**src/verilog/mcntrl_test_pkg.sv**
```systemverilog
// shared widths and packet sizes for the memory controller test port
// register codes, status reporting modes and status router states
package mcntrl_test_pkg;

    localparam int FRAME_HEIGHT_BITS   = 16;  // line_unfinished width
    localparam int PAGE_BITS           = 4;   // page counter lsbs
    localparam int STATUS_PAYLOAD_BITS = 26;  // page, line, busy x2, zero padded on top
    localparam int STATUS_PKT_BYTES    = 5;   // address + 4 data bytes
    localparam int CMD_NUM_BYTES       = 3;   // addr low, addr high, data

    // low 4 address bits of a command
    typedef enum logic [3:0] {
        REG_CHN2_MODE   = 4'h4,
        REG_CHN2_STATUS = 4'h5,
        REG_CHN3_MODE   = 4'h6,
        REG_CHN3_STATUS = 4'h7,
        REG_CHN4_MODE   = 4'h8,
        REG_CHN4_STATUS = 4'h9
    } cmd_reg_e;

    typedef enum logic [1:0] {
        STATUS_OFF       = 2'd0,  // no packets
        STATUS_ONCE      = 2'd1,  // single packet
        STATUS_AUTO      = 2'd2,  // packet on payload change
        STATUS_ONCE_AUTO = 2'd3   // one now, then on change
    } status_mode_e;

    typedef enum logic [1:0] {
        ROUTER_IDLE,
        ROUTER_WAIT_START,
        ROUTER_SEND
    } router_state_e;

endpackage
```
**src/verilog/mcntrl_test_top.sv**
```systemverilog
// memory controller test port top level
// command deserializer, channel control, three status generators, status router
`timescale 1ns/1ns

module mcntrl_test_top #(
    parameter logic [15:0] CMD_BASE_ADDR    = 16'h00f0,
    parameter logic [15:0] CMD_ADDR_MASK    = 16'h03f0,
    parameter logic [7:0]  STATUS_ADDR_CHN2 = 8'h3c,
    parameter logic [7:0]  STATUS_ADDR_CHN3 = 8'h3d,
    parameter logic [7:0]  STATUS_ADDR_CHN4 = 8'h3e
) (
    input  logic       mclk,
    input  logic       rst,
    input  logic [7:0] cmd_ad,
    input  logic       cmd_stb,
    output logic [7:0] status_ad,
    output logic       status_rq,
    input  logic       status_start,

    output logic frame_start_chn2, next_page_chn2, suspend_chn2,
    input  logic page_ready_chn2, frame_done_chn2,
    input  logic [mcntrl_test_pkg::FRAME_HEIGHT_BITS-1:0] line_unfinished_chn2,

    output logic frame_start_chn3, next_page_chn3, suspend_chn3,
    input  logic page_ready_chn3, frame_done_chn3,
    input  logic [mcntrl_test_pkg::FRAME_HEIGHT_BITS-1:0] line_unfinished_chn3,

    output logic frame_start_chn4, next_page_chn4, suspend_chn4,
    input  logic page_ready_chn4, frame_done_chn4,
    input  logic [mcntrl_test_pkg::FRAME_HEIGHT_BITS-1:0] line_unfinished_chn4
);
    import mcntrl_test_pkg::*;

    logic                           cmd_we;
    logic [3:0]                     cmd_a;
    logic [7:0]                     cmd_data;
    logic                           status_we_chn2, status_we_chn3, status_we_chn4;
    logic [STATUS_PAYLOAD_BITS-1:0] payload_chn2, payload_chn3, payload_chn4;
    logic [7:0]                     st_ad_chn2, st_ad_chn3, st_ad_chn4;
    logic                           st_rq_chn2, st_rq_chn3, st_rq_chn4;
    logic                           st_start_chn2, st_start_chn3, st_start_chn4;

    cmd_deser #(
        .CMD_BASE_ADDR (CMD_BASE_ADDR),
        .CMD_ADDR_MASK (CMD_ADDR_MASK)
    ) cmd_deser_i (
        .mclk, .rst, .cmd_ad, .cmd_stb, .cmd_a, .cmd_data, .cmd_we
    );

    chn_test_ctrl chn_test_ctrl_i (.*);  // names match one to one

    status_generate #(.STATUS_REG_ADDR(STATUS_ADDR_CHN2)) status_generate_chn2_i (
        .mclk, .rst,
        .status_we (status_we_chn2),
        .wd        (cmd_data),
        .payload   (payload_chn2),
        .st_ad     (st_ad_chn2),
        .st_rq     (st_rq_chn2),
        .st_start  (st_start_chn2)
    );

    status_generate #(.STATUS_REG_ADDR(STATUS_ADDR_CHN3)) status_generate_chn3_i (
        .mclk, .rst,
        .status_we (status_we_chn3),
        .wd        (cmd_data),
        .payload   (payload_chn3),
        .st_ad     (st_ad_chn3),
        .st_rq     (st_rq_chn3),
        .st_start  (st_start_chn3)
    );

    status_generate #(.STATUS_REG_ADDR(STATUS_ADDR_CHN4)) status_generate_chn4_i (
        .mclk, .rst,
        .status_we (status_we_chn4),
        .wd        (cmd_data),
        .payload   (payload_chn4),
        .st_ad     (st_ad_chn4),
        .st_rq     (st_rq_chn4),
        .st_start  (st_start_chn4)
    );

    status_router status_router_i (
        .mclk, .rst,
        .rq_0 (st_rq_chn2), .ad_0 (st_ad_chn2), .start_0 (st_start_chn2),
        .rq_1 (st_rq_chn3), .ad_1 (st_ad_chn3), .start_1 (st_start_chn3),
        .rq_2 (st_rq_chn4), .ad_2 (st_ad_chn4), .start_2 (st_start_chn4),
        .status_rq, .status_ad, .status_start
    );

endmodule

```
**src/verilog/status_router.sv**
```systemverilog
// round-robin status router for three packet sources
// one source owns the shared status port for a whole five-byte packet
`timescale 1ns/1ns

module status_router (
    input  logic       mclk,
    input  logic       rst,
    input  logic       rq_0,       // channel 2
    input  logic [7:0] ad_0,
    output logic       start_0,
    input  logic       rq_1,       // channel 3
    input  logic [7:0] ad_1,
    output logic       start_1,
    input  logic       rq_2,       // channel 4
    input  logic [7:0] ad_2,
    output logic       start_2,
    output logic       status_rq,
    output logic [7:0] status_ad,
    input  logic       status_start
);
    import mcntrl_test_pkg::*;

    localparam int NSRC     = 3;
    localparam int CNT_BITS = $clog2(STATUS_PKT_BYTES);

    router_state_e       state;
    logic [NSRC-1:0]     rq;
    logic [NSRC-1:0]     grant;      // one-hot owner of the port
    logic [NSRC-1:0]     pick;
    logic [1:0]          pick_idx;
    logic [1:0]          last;       // last granted source
    logic [CNT_BITS-1:0] byte_cnt;

    assign rq = {rq_2, rq_1, rq_0};

    // nearest requester after the last grant wins, it is visited last
    always_comb begin
        int idx;
        pick     = '0;
        pick_idx = last;
        for (int i = NSRC; i >= 1; i--) begin
            idx = (int'(last) + i) % NSRC;
            if (rq[idx]) begin
                pick      = '0;
                pick[idx] = 1'b1;
                pick_idx  = 2'(idx);
            end
        end
    end

    always_ff @(posedge mclk or posedge rst) begin
        if (rst) begin
            state    <= ROUTER_IDLE;
            grant    <= '0;
            last     <= 2'(NSRC - 1);    // channel 2 goes first
            byte_cnt <= '0;
        end else begin
            case (state)
                ROUTER_IDLE: if (|rq) begin
                    grant <= pick;
                    last  <= pick_idx;
                    state <= ROUTER_WAIT_START;
                end
                ROUTER_WAIT_START: if (status_start) begin
                    byte_cnt <= CNT_BITS'(1);  // address byte goes out now
                    state    <= ROUTER_SEND;
                end
                ROUTER_SEND: if (byte_cnt == CNT_BITS'(STATUS_PKT_BYTES - 1)) begin
                    grant <= '0;
                    state <= ROUTER_IDLE;
                end else begin
                    byte_cnt <= byte_cnt + 1'b1;
                end
                default: state <= ROUTER_IDLE;
            endcase
        end
    end

    assign status_rq = (state == ROUTER_WAIT_START) && |(grant & rq);
    assign {start_2, start_1, start_0} =
        (state == ROUTER_WAIT_START && status_start) ? grant : '0;
    assign status_ad = ({8{grant[0]}} & ad_0) | ({8{grant[1]}} & ad_1) | ({8{grant[2]}} & ad_2);

    // one owner while a packet is pending or going out, none when idle
    assert property (@(posedge mclk) disable iff (rst)
        (state == ROUTER_IDLE) ? (grant == '0) : $onehot(grant))
        else $error("status_router: grant does not match the router state");

endmodule

```
**src/verilog/status_generate.sv**
```systemverilog
// status packet generator for one channel
// keeps the reporting mode and sequence number, requests the status port
// and sends address, {seq, payload[1:0]} and three more payload bytes
`timescale 1ns/1ns

module status_generate #(
    parameter logic [7:0] STATUS_REG_ADDR = 8'h3c
) (
    input  logic       mclk,
    input  logic       rst,
    input  logic       status_we,   // status-control write for this channel
    input  logic [7:0] wd,          // [7:2] seq, [1:0] mode
    input  logic [mcntrl_test_pkg::STATUS_PAYLOAD_BITS-1:0] payload,
    output logic [7:0] st_ad,
    output logic       st_rq,
    input  logic       st_start     // first byte goes out this cycle
);
    import mcntrl_test_pkg::*;

    localparam int CNT_BITS = $clog2(STATUS_PKT_BYTES);

    status_mode_e                   mode;
    status_mode_e                   wr_mode;
    logic [5:0]                     seq;
    logic [STATUS_PAYLOAD_BITS-1:0] sent;       // payload of the last packet
    logic [CNT_BITS-1:0]            byte_cnt;   // data byte index, 0 when idle
    logic                           once_wr;
    logic                           auto_mode;

    assign wr_mode   = status_mode_e'(wd[1:0]);
    assign once_wr   = status_we && (wr_mode == STATUS_ONCE || wr_mode == STATUS_ONCE_AUTO);
    assign auto_mode = (mode == STATUS_AUTO) || (mode == STATUS_ONCE_AUTO);

    always_ff @(posedge mclk or posedge rst) begin
        if (rst) begin
            mode     <= STATUS_OFF;
            seq      <= '0;
            st_rq    <= 1'b0;
            byte_cnt <= '0;
        end else begin
            if (status_we) begin
                mode <= wr_mode;
                seq  <= wd[7:2];
            end
            // a pending request absorbs further changes
            if (st_start)
                st_rq <= 1'b0;
            else if (once_wr || (auto_mode && !status_we && (payload != sent)))
                st_rq <= 1'b1;
            if (st_start)
                byte_cnt <= CNT_BITS'(1);
            else if (byte_cnt == CNT_BITS'(STATUS_PKT_BYTES - 1))
                byte_cnt <= '0;
            else if (byte_cnt != '0)
                byte_cnt <= byte_cnt + 1'b1;
        end
    end

    // snapshot at start, also the reference for change detection
    always_ff @(posedge mclk) begin
        if (st_start)
            sent <= payload;
    end

    always_comb begin
        case (byte_cnt)
            CNT_BITS'(1): st_ad = {seq, sent[1:0]};
            CNT_BITS'(2): st_ad = sent[9:2];
            CNT_BITS'(3): st_ad = sent[17:10];
            CNT_BITS'(4): st_ad = sent[25:18];
            default:      st_ad = st_start ? STATUS_REG_ADDR : 8'h00;  // address byte
        endcase
    end

    // router grants only a source that is asking
    assert property (@(posedge mclk) disable iff (rst) st_start |-> st_rq)
        else $error("status_generate: st_start without st_rq");

endmodule

```
**src/verilog/chn_test_ctrl.sv**
```systemverilog
// control for frame channels 2, 3 and 4
// mode decode, start/next pulses, suspend levels, page counters, busy flags
// and the status payload of each channel
`timescale 1ns/1ns

module chn_test_ctrl (
    input  logic       mclk,
    input  logic       rst,
    input  logic       cmd_we,
    input  logic [3:0] cmd_a,
    input  logic [7:0] cmd_data,   // bit 0 start, bit 1 next page, bit 2 suspend

    output logic frame_start_chn2, next_page_chn2, suspend_chn2, status_we_chn2,
    input  logic page_ready_chn2, frame_done_chn2,
    input  logic [mcntrl_test_pkg::FRAME_HEIGHT_BITS-1:0]   line_unfinished_chn2,
    output logic [mcntrl_test_pkg::STATUS_PAYLOAD_BITS-1:0] payload_chn2,

    output logic frame_start_chn3, next_page_chn3, suspend_chn3, status_we_chn3,
    input  logic page_ready_chn3, frame_done_chn3,
    input  logic [mcntrl_test_pkg::FRAME_HEIGHT_BITS-1:0]   line_unfinished_chn3,
    output logic [mcntrl_test_pkg::STATUS_PAYLOAD_BITS-1:0] payload_chn3,

    output logic frame_start_chn4, next_page_chn4, suspend_chn4, status_we_chn4,
    input  logic page_ready_chn4, frame_done_chn4,
    input  logic [mcntrl_test_pkg::FRAME_HEIGHT_BITS-1:0]   line_unfinished_chn4,
    output logic [mcntrl_test_pkg::STATUS_PAYLOAD_BITS-1:0] payload_chn4
);
    import mcntrl_test_pkg::*;

    localparam int NCHN = 3;
    localparam int FHB  = FRAME_HEIGHT_BITS;
    localparam int SPB  = STATUS_PAYLOAD_BITS;
    localparam cmd_reg_e MODE_REG [NCHN] = '{REG_CHN2_MODE, REG_CHN3_MODE, REG_CHN4_MODE};
    localparam cmd_reg_e STAT_REG [NCHN] = '{REG_CHN2_STATUS, REG_CHN3_STATUS, REG_CHN4_STATUS};

    cmd_reg_e            reg_sel;
    wire [NCHN-1:0]      page_ready = {page_ready_chn4, page_ready_chn3, page_ready_chn2};
    wire [NCHN-1:0]      frame_done = {frame_done_chn4, frame_done_chn3, frame_done_chn2};
    wire [NCHN*FHB-1:0]  line_all   = {line_unfinished_chn4, line_unfinished_chn3,
                                       line_unfinished_chn2};
    wire [NCHN-1:0]      frame_start;  // index 0 is channel 2
    wire [NCHN-1:0]      next_page;
    wire [NCHN-1:0]      suspend;
    wire [NCHN-1:0]      status_we;
    wire [NCHN*SPB-1:0]  payload_all;

    assign reg_sel = cmd_reg_e'(cmd_a);

    for (genvar i = 0; i < NCHN; i++) begin : g_chn
        logic                 set_mode;
        logic                 fs_r;      // frame_start pulse
        logic                 np_r;      // next_page pulse
        logic                 susp_r;
        logic                 busy_r;
        logic [PAGE_BITS-1:0] page_r;    // pages done in this frame, wraps

        assign set_mode     = cmd_we && (reg_sel == MODE_REG[i]);
        assign status_we[i] = cmd_we && (reg_sel == STAT_REG[i]);  // straight to generator

        always_ff @(posedge mclk or posedge rst) begin
            if (rst) begin
                fs_r   <= 1'b0;
                np_r   <= 1'b0;
                susp_r <= 1'b0;
                busy_r <= 1'b0;
                page_r <= '0;
            end else begin
                fs_r <= set_mode && cmd_data[0];
                np_r <= set_mode && cmd_data[1];
                if (set_mode)
                    susp_r <= cmd_data[2];        // level, held between writes
                if (fs_r)
                    page_r <= '0;
                else if (page_ready[i])
                    page_r <= page_r + 1'b1;
                if (fs_r && !frame_done[i])
                    busy_r <= 1'b1;
                else if (!fs_r && frame_done[i])
                    busy_r <= 1'b0;
            end
        end

        assign frame_start[i] = fs_r;
        assign next_page[i]   = np_r;
        assign suspend[i]     = susp_r;
        assign payload_all[i*SPB +: SPB] =
            SPB'({page_r, line_all[i*FHB +: FHB], busy_r, busy_r});  // zero on top

        // writes from the command bus are at least three cycles apart
        assert property (@(posedge mclk) disable iff (rst) fs_r |=> !fs_r)
            else $error("chn_test_ctrl: frame_start longer than one cycle");
        assert property (@(posedge mclk) disable iff (rst) np_r |=> !np_r)
            else $error("chn_test_ctrl: next_page longer than one cycle");
    end

    assign {frame_start_chn4, frame_start_chn3, frame_start_chn2} = frame_start;
    assign {next_page_chn4, next_page_chn3, next_page_chn2}       = next_page;
    assign {suspend_chn4, suspend_chn3, suspend_chn2}             = suspend;
    assign {status_we_chn4, status_we_chn3, status_we_chn2}       = status_we;
    assign {payload_chn4, payload_chn3, payload_chn2}             = payload_all;

endmodule

```
**src/verilog/cmd_deser.sv**
```systemverilog
// byte-serial command deserializer
// collects addr low, addr high and data, matches address under a mask
`timescale 1ns/1ns

module cmd_deser #(
    parameter logic [15:0] CMD_BASE_ADDR = 16'h00f0,
    parameter logic [15:0] CMD_ADDR_MASK = 16'h03f0
) (
    input  logic       mclk,
    input  logic       rst,
    input  logic [7:0] cmd_ad,    // address/data bytes
    input  logic       cmd_stb,   // with the address low byte
    output logic [3:0] cmd_a,     // register code
    output logic [7:0] cmd_data,
    output logic       cmd_we     // one cycle after the data byte
);
    import mcntrl_test_pkg::*;

    localparam int CNT_BITS = $clog2(CMD_NUM_BYTES);
    localparam int SR_BITS  = 8 * CMD_NUM_BYTES;

    logic [CNT_BITS-1:0] byte_cnt;    // index of byte on cmd_ad, 0 when idle
    logic [SR_BITS-1:0]  cmd_sr;      // newest byte enters at the top
    logic                collecting;
    logic                last_byte;   // data byte on the bus
    logic                addr_hit;

    assign collecting = cmd_stb || (byte_cnt != '0);
    assign last_byte  = (byte_cnt == CNT_BITS'(CMD_NUM_BYTES - 1));

    // while data is on the bus, the shifter top holds {addr high, addr low}
    assign addr_hit = (((cmd_sr[SR_BITS-1 -: 16] ^ CMD_BASE_ADDR) & CMD_ADDR_MASK) == '0);

    always_ff @(posedge mclk or posedge rst) begin
        if (rst) begin
            byte_cnt <= '0;
            cmd_we   <= 1'b0;
        end else begin
            cmd_we <= last_byte && addr_hit;
            if (cmd_stb)
                byte_cnt <= CNT_BITS'(1);
            else if (last_byte)
                byte_cnt <= '0;                 // command complete
            else if (byte_cnt != '0)
                byte_cnt <= byte_cnt + 1'b1;
        end
    end

    always_ff @(posedge mclk) begin
        if (collecting)
            cmd_sr <= {cmd_ad, cmd_sr[SR_BITS-1:8]};  // shift right by a byte
    end

    assign cmd_a    = cmd_sr[3:0];              // addr low after three shifts
    assign cmd_data = cmd_sr[SR_BITS-1 -: 8];

    // a new command only starts once the previous one is fully collected
    assert property (@(posedge mclk) disable iff (rst) cmd_stb |-> (byte_cnt == '0))
        else $error("cmd_deser: cmd_stb inside a command");

endmodule

```
**config.mk**
```make
export PLATFORM = sky130hd
export DESIGN_NAME = mcntrl_test_top
export DESIGN_NICKNAME = d
export VERILOG_FILES = /design/src/verilog/mcntrl_test_pkg.sv /design/src/verilog/mcntrl_test_top.sv /design/src/verilog/status_router.sv /design/src/verilog/status_generate.sv /design/src/verilog/chn_test_ctrl.sv /design/src/verilog/cmd_deser.sv
export SDC_FILE = /design/constraint.sdc
export NUM_CORES = 1
export LEC_CHECK = 0
export BUFFER_PORTS_ARGS = -buffer_cell sky130_fd_sc_hd__buf_2
export CORE_ASPECT_RATIO = 0.75
export CORE_MARGIN = 3
export CORE_UTILIZATION = 30
export DETAILED_ROUTE_END_ITERATION = 16
export GPL_TIMING_DRIVEN = 1
export PLACE_DENSITY = 0.53
export SYNTH_ARGS = -nofsm -noshare
export SYNTH_HDL_FRONTEND = slang
export SYNTH_SLANG_ARGS = --single-unit
```
**constraint.sdc**
```tcl
create_clock -name mclk -period 2.3 [get_ports mclk]
set_input_delay 0.46 -clock mclk [delete_from_list [all_inputs] [get_ports mclk]]
set_output_delay 0.46 -clock mclk [all_outputs]
set_load 0.05 [all_outputs]
```
==> out/summary.md <==
Data on the critical path is required at its endpoint by 1.84 ns. The run gives 0 as the post-route DRC violation count. The maximum number of pins on one net before global-route repair was 64; the total inserted antenna cells was 0. The number of instances in the placed design was 1028; the overall fraction of global-route tracks in use was 14.67%.

The flip-flop and latch count after synthesis was 153; the via total after detailed routing was 5200. The number of global-route vias before repair is 5268, and the post-route minimum period is 2.826 ns. The flow ran to the end, but the final reports show violations.

The endpoint of the most critical register-to-register path was status_router_i.grant[1]. The number of max-slew violations in the final report is 0. Following the worst setup path forward leads to its endpoint at status_ad[5]. The final layout net count was 819; the actual transition at the worst max-transition pin was 0.8390 ns. The number of cells in the finished layout apart from fillers is 1071. TritonCTS built the clock tree. Clock skew on the completed layout was measured at 0.02754 ns. Broken down by cell family, the worst path's largest delay share belongs to simple AND/OR/NAND/NOR gates. The number of antenna violations at the first check in global routing is 0, and the share of flip-flops with an asynchronous set or reset is 45.75%. The tool flagged a number of max-cap violations equal to 0.

Among all flip-flop cells after synthesis, the most frequent one is edfxtp_1. For the wire length reported by the detailed router, the log shows 19.23 mm. The tools report the element type at the critical path start as a flop. In this run the worst setup path begins at status_generate_chn3_i.byte_cnt[1]. The routed length per instance works out to 17.95 µm. Routability-driven placement finished with a final weighted congestion of 0.8433.

Number of endpoints with negative hold slack in the final report: 0. Data arrives at the worst endpoint at 2.37 ns. After detailed routing, the number of vias per cell comes to 4.855. The tools report the sequential element share of the synthesized area as 57.09%. Clock tree synthesis selected as its root buffer the cell clkbuf_16. The area added between synthesis and finish is 27.49%. Synthesis handed over a netlist of 596 instances. In this run, the number of DRC markers left after iteration 0 of detailed routing was 341. The pre-CTS setup slack was -0.2226 ns; the detailed-router iteration count before antenna repair was 8. The floorplan step defined a die boundary enclosing 26730 µm².

In the detailed route, the total length drawn on met2 is 8.524 mm. The logs give 24160 µm² for the core area and 84 for the boundary pin count. Global-route wire length before repair: 29.92 mm. The signal on the critical path passes through buf_4 > ha_4 > nor3_2 > o21ai_2 > o21ai_4 > a21oi_1 > or3_4 > buf_8. Of the available clock period, the critical path in the final layout requires 122.9%. For the worst relative slew slack, the log shows 44.06%. For the clock buffer count from CTS, the log shows 17.

The initial utilization of the core area, before any placement, comes to 30.78%. The logs give 2 for the worst-case clock buffer depth and 4254 µm² for the total area of sequential cells. The highest layer touched by signal routing is met4.

For the worst-skew pair, the clock arrives at the later sink with an insertion delay of 0.44 ns. Counting the fill cells in the layout gives 2366. Counting buffers and inverters, the worst setup path is 8 cells deep. In this run the tool buffered the top-level ports with 83 buffer cells. The clock input transition at the sequential cells of the worst setup and hold paths came out at 0.06 ns. The highest attainable clock frequency is 0.3539 GHz, and the post-synthesis cell area is 7436 µm². The sum of routed wire segments on met1 was 9.713 mm. The post-route netlist has 35.68% of its cells at a drive strength greater than 1. The synthesized design contains 83 enable-type register cells. Largest fanout on the critical path: 5.

The critical path is of the reg -> out type. For the count of clock tree sinks, the log shows 153. Setup slack on the worst reg-to-reg path comes out at 0.26 ns.

In this design, the stage delay of the slowest critical-path cell is 0.44 ns. In this run the number of H-tree levels came out at 4. Among all stages on the critical path, the largest delay is contributed by dfrtp_2.

The remaining global-route overflow is 0, and the total nets after synthesis is 688. The final critical-path setup slack came out at -0.5256 ns. The routed design uses 841 µm of met3 wire.

In this run the vertical extent of the chip is 142.3 µm. Setup repair after global routing could not meet its margin everywhere. The logs give 8 for the number of endpoints failing setup at the final stage and 11.41 mW for the overall power consumption.

The number of core rows was 49. Together, buffers and inverters on the worst path number 2. Measured in cells, the most critical reg-to-reg path has a length of 6. Maximum vdd drop: 556.0 µV. Measured along the x axis, the die boundary spans 187.8 µm. The startpoint identified for the worst register-to-register timing path is status_router_i.last[1]. In this run the worst hold path is classified as in -> reg.

The element type at the critical path end is an output pin. The number of synthesis warnings was 0; the distinct cell type count after synthesis was 62. The checks that failed: setup timing. Number of nets with antenna violations after routing: 0. Summed over all cells, the static leakage comes to 3.851 nW. The power density over the cells was 1204 nW/µm²; the total half-perimeter wirelength after legalization and detailed placement was 14.19 mm. The multi-input combinational cell area was 3274 µm²; the mean cell area of the mapped netlist was 12.48 µm².
## placed cells by master (no fill, tap or decap), drive strengths merged, types with 11 or more instances in the layout
cell | Yosys | layout
inv | 22 | 25
xnor2 | 11 | 11
nor3 | 13 | 13
a22oi | 11 | 11
clkbuf | 9 | 19
edfxtp | 83 | 83
o21ai | 23 | 23
mux2 | 27 | 27
xor2 | 61 | 61
dfrtp | 69 | 69
nor2 | 29 | 29
a21oi | 29 | 29
nand2 | 26 | 26
a31oi | 15 | 15
ha | 26 | 26
a222oi | 12 | 12
buf | 13 | 133
nor4 | 15 | 15
## sequential cells by signal, indices dropped and copies added (netlist names), 6 cells and up
name,flops
status_generate_chn3_i.seq,6
chn_test_ctrl_i.g_chn.page_r,12
cmd_deser_i.cmd_sr,20
status_generate_chn3_i.sent,21
status_generate_chn2_i.sent,21
status_generate_chn2_i.seq,6
status_generate_chn4_i.sent,21
status_generate_chn4_i.seq,6
## cell usage after synthesis (3+ instances only)
master | instances | area share [%]
a21o_1 | 4 | 0.40
a21oi_1 | 29 | 2.0
a221oi_1 | 3 | 0.35
a222oi_1 | 12 | 1.6
a22oi_1 | 11 | 1.1
a31oi_1 | 15 | 1.3
a32oi_1 | 3 | 0.35
and2_1 | 8 | 0.67
and3_1 | 5 | 0.42
buf_1 | 3 | 0.15
buf_4 | 4 | 0.40
buf_6 | 4 | 0.61
clkbuf_1 | 6 | 0.30
dfrtp_1 | 69 | 23
edfxtp_1 | 83 | 34
ha_1 | 26 | 4.4
inv_1 | 22 | 1.1
mux2_2 | 27 | 4.1
mux2i_1 | 7 | 0.94
nand2_1 | 26 | 1.3
nand2b_1 | 5 | 0.42
nand3_1 | 10 | 0.67
nand4_1 | 9 | 0.76
nor2_1 | 26 | 1.3
nor2b_1 | 10 | 0.84
nor3_1 | 11 | 0.74
nor4_1 | 14 | 1.2
o21ai_0 | 17 | 1.1
o21ai_2 | 5 | 0.59
o221ai_1 | 4 | 0.47
or3_1 | 7 | 0.59
xnor2_1 | 11 | 1.3
xor2_1 | 61 | 7.2
## power breakdown
| part | total, mW | internal (mW) | switching, mW |
|---|---|---|---|
| clock network | 2.67 | 1.50 | 1.17 |
| registers | 3.94 | 3.37 | 0.569 |
| logic | 4.80 | 2.28 | 2.52 |
| total | 11.4 | 7.15 | 4.26 |
## layer usage
metal,up-vias,GRT usage (%)
met4,0,3.986
li1,2475,-
met1,2574,21.51
met2,139,21.74
met5,-,0
met3,12,3.520
## metrics by stage
step                      cell area, µm²  hold slack (ns)  util (%)  setup TNS, ns
after detailed placement            8462           0.3886     35.03         -1.283
after global routing                9480           0.1500     39.25         -4.372
after CTS                           9358           0.1398     38.74         -3.535
after global placement              8462           0.3821     35.03         -1.162
final                               9480           0.1512     39.25         -3.656
after floorplan                     7458           0.4003         -       -0.08403
## repair_timing
action | 4_1_cts | 5_1_grt
buffers inserted | 8 | 2
pin swaps | 26 | 16
endpoints found under the hold margin | 6 | 0
gates resized for setup | 68 | 23
endpoints found under the setup margin | 8 | 9
hold buffers | 1 | 0
## layout make-up
cell class	instances	share of cell area (%)
repair buffers	134	9.476
multi-input cells	399	34.54
inverters	22	0.8975
flip-flops and latches	153	44.87
clock buffers	19	4.566
clock inverters	13	1.280
well taps	331	4.368
## kinds of logic (layout without fill, tap and decap cells)
kind of cell	count (synthesis)	count (layout)	share of synthesized area (%)
AND/OR/NAND/NOR	149	149	10.97
AO/OA/AOI/OAI	118	118	10.90
adder cells (fa/ha/maj)	26	26	4.375
flip-flops	153	153	57.09
buffers and inverters	44	188	3.146
multiplexers	34	34	5.031
XOR/XNOR	72	72	8.481
## worst min-delay path by stage
| stage | cells after the start | slack (ns) | end | start |
|---|---|---|---|---|
| 2_1_floorplan | 0 | 0.40 | cmd_deser_i.cmd_sr[0] | cmd_deser_i.cmd_sr[8] |
| 3_3_place_gp | 2 | 0.38 | status_router_i.byte_cnt[2] | rst |
| 3_5_place_dp | 2 | 0.39 | status_router_i.byte_cnt[2] | rst |
| 4_1_cts | 1 | 0.14 | cmd_deser_i.byte_cnt[0] | cmd_stb |
| 5_1_grt | 1 | 0.15 | cmd_deser_i.byte_cnt[0] | cmd_stb |
| 6_report | 1 | 0.15 | cmd_deser_i.byte_cnt[0] | cmd_stb |
Note: power is estimated with default switching activity, not from simulation.
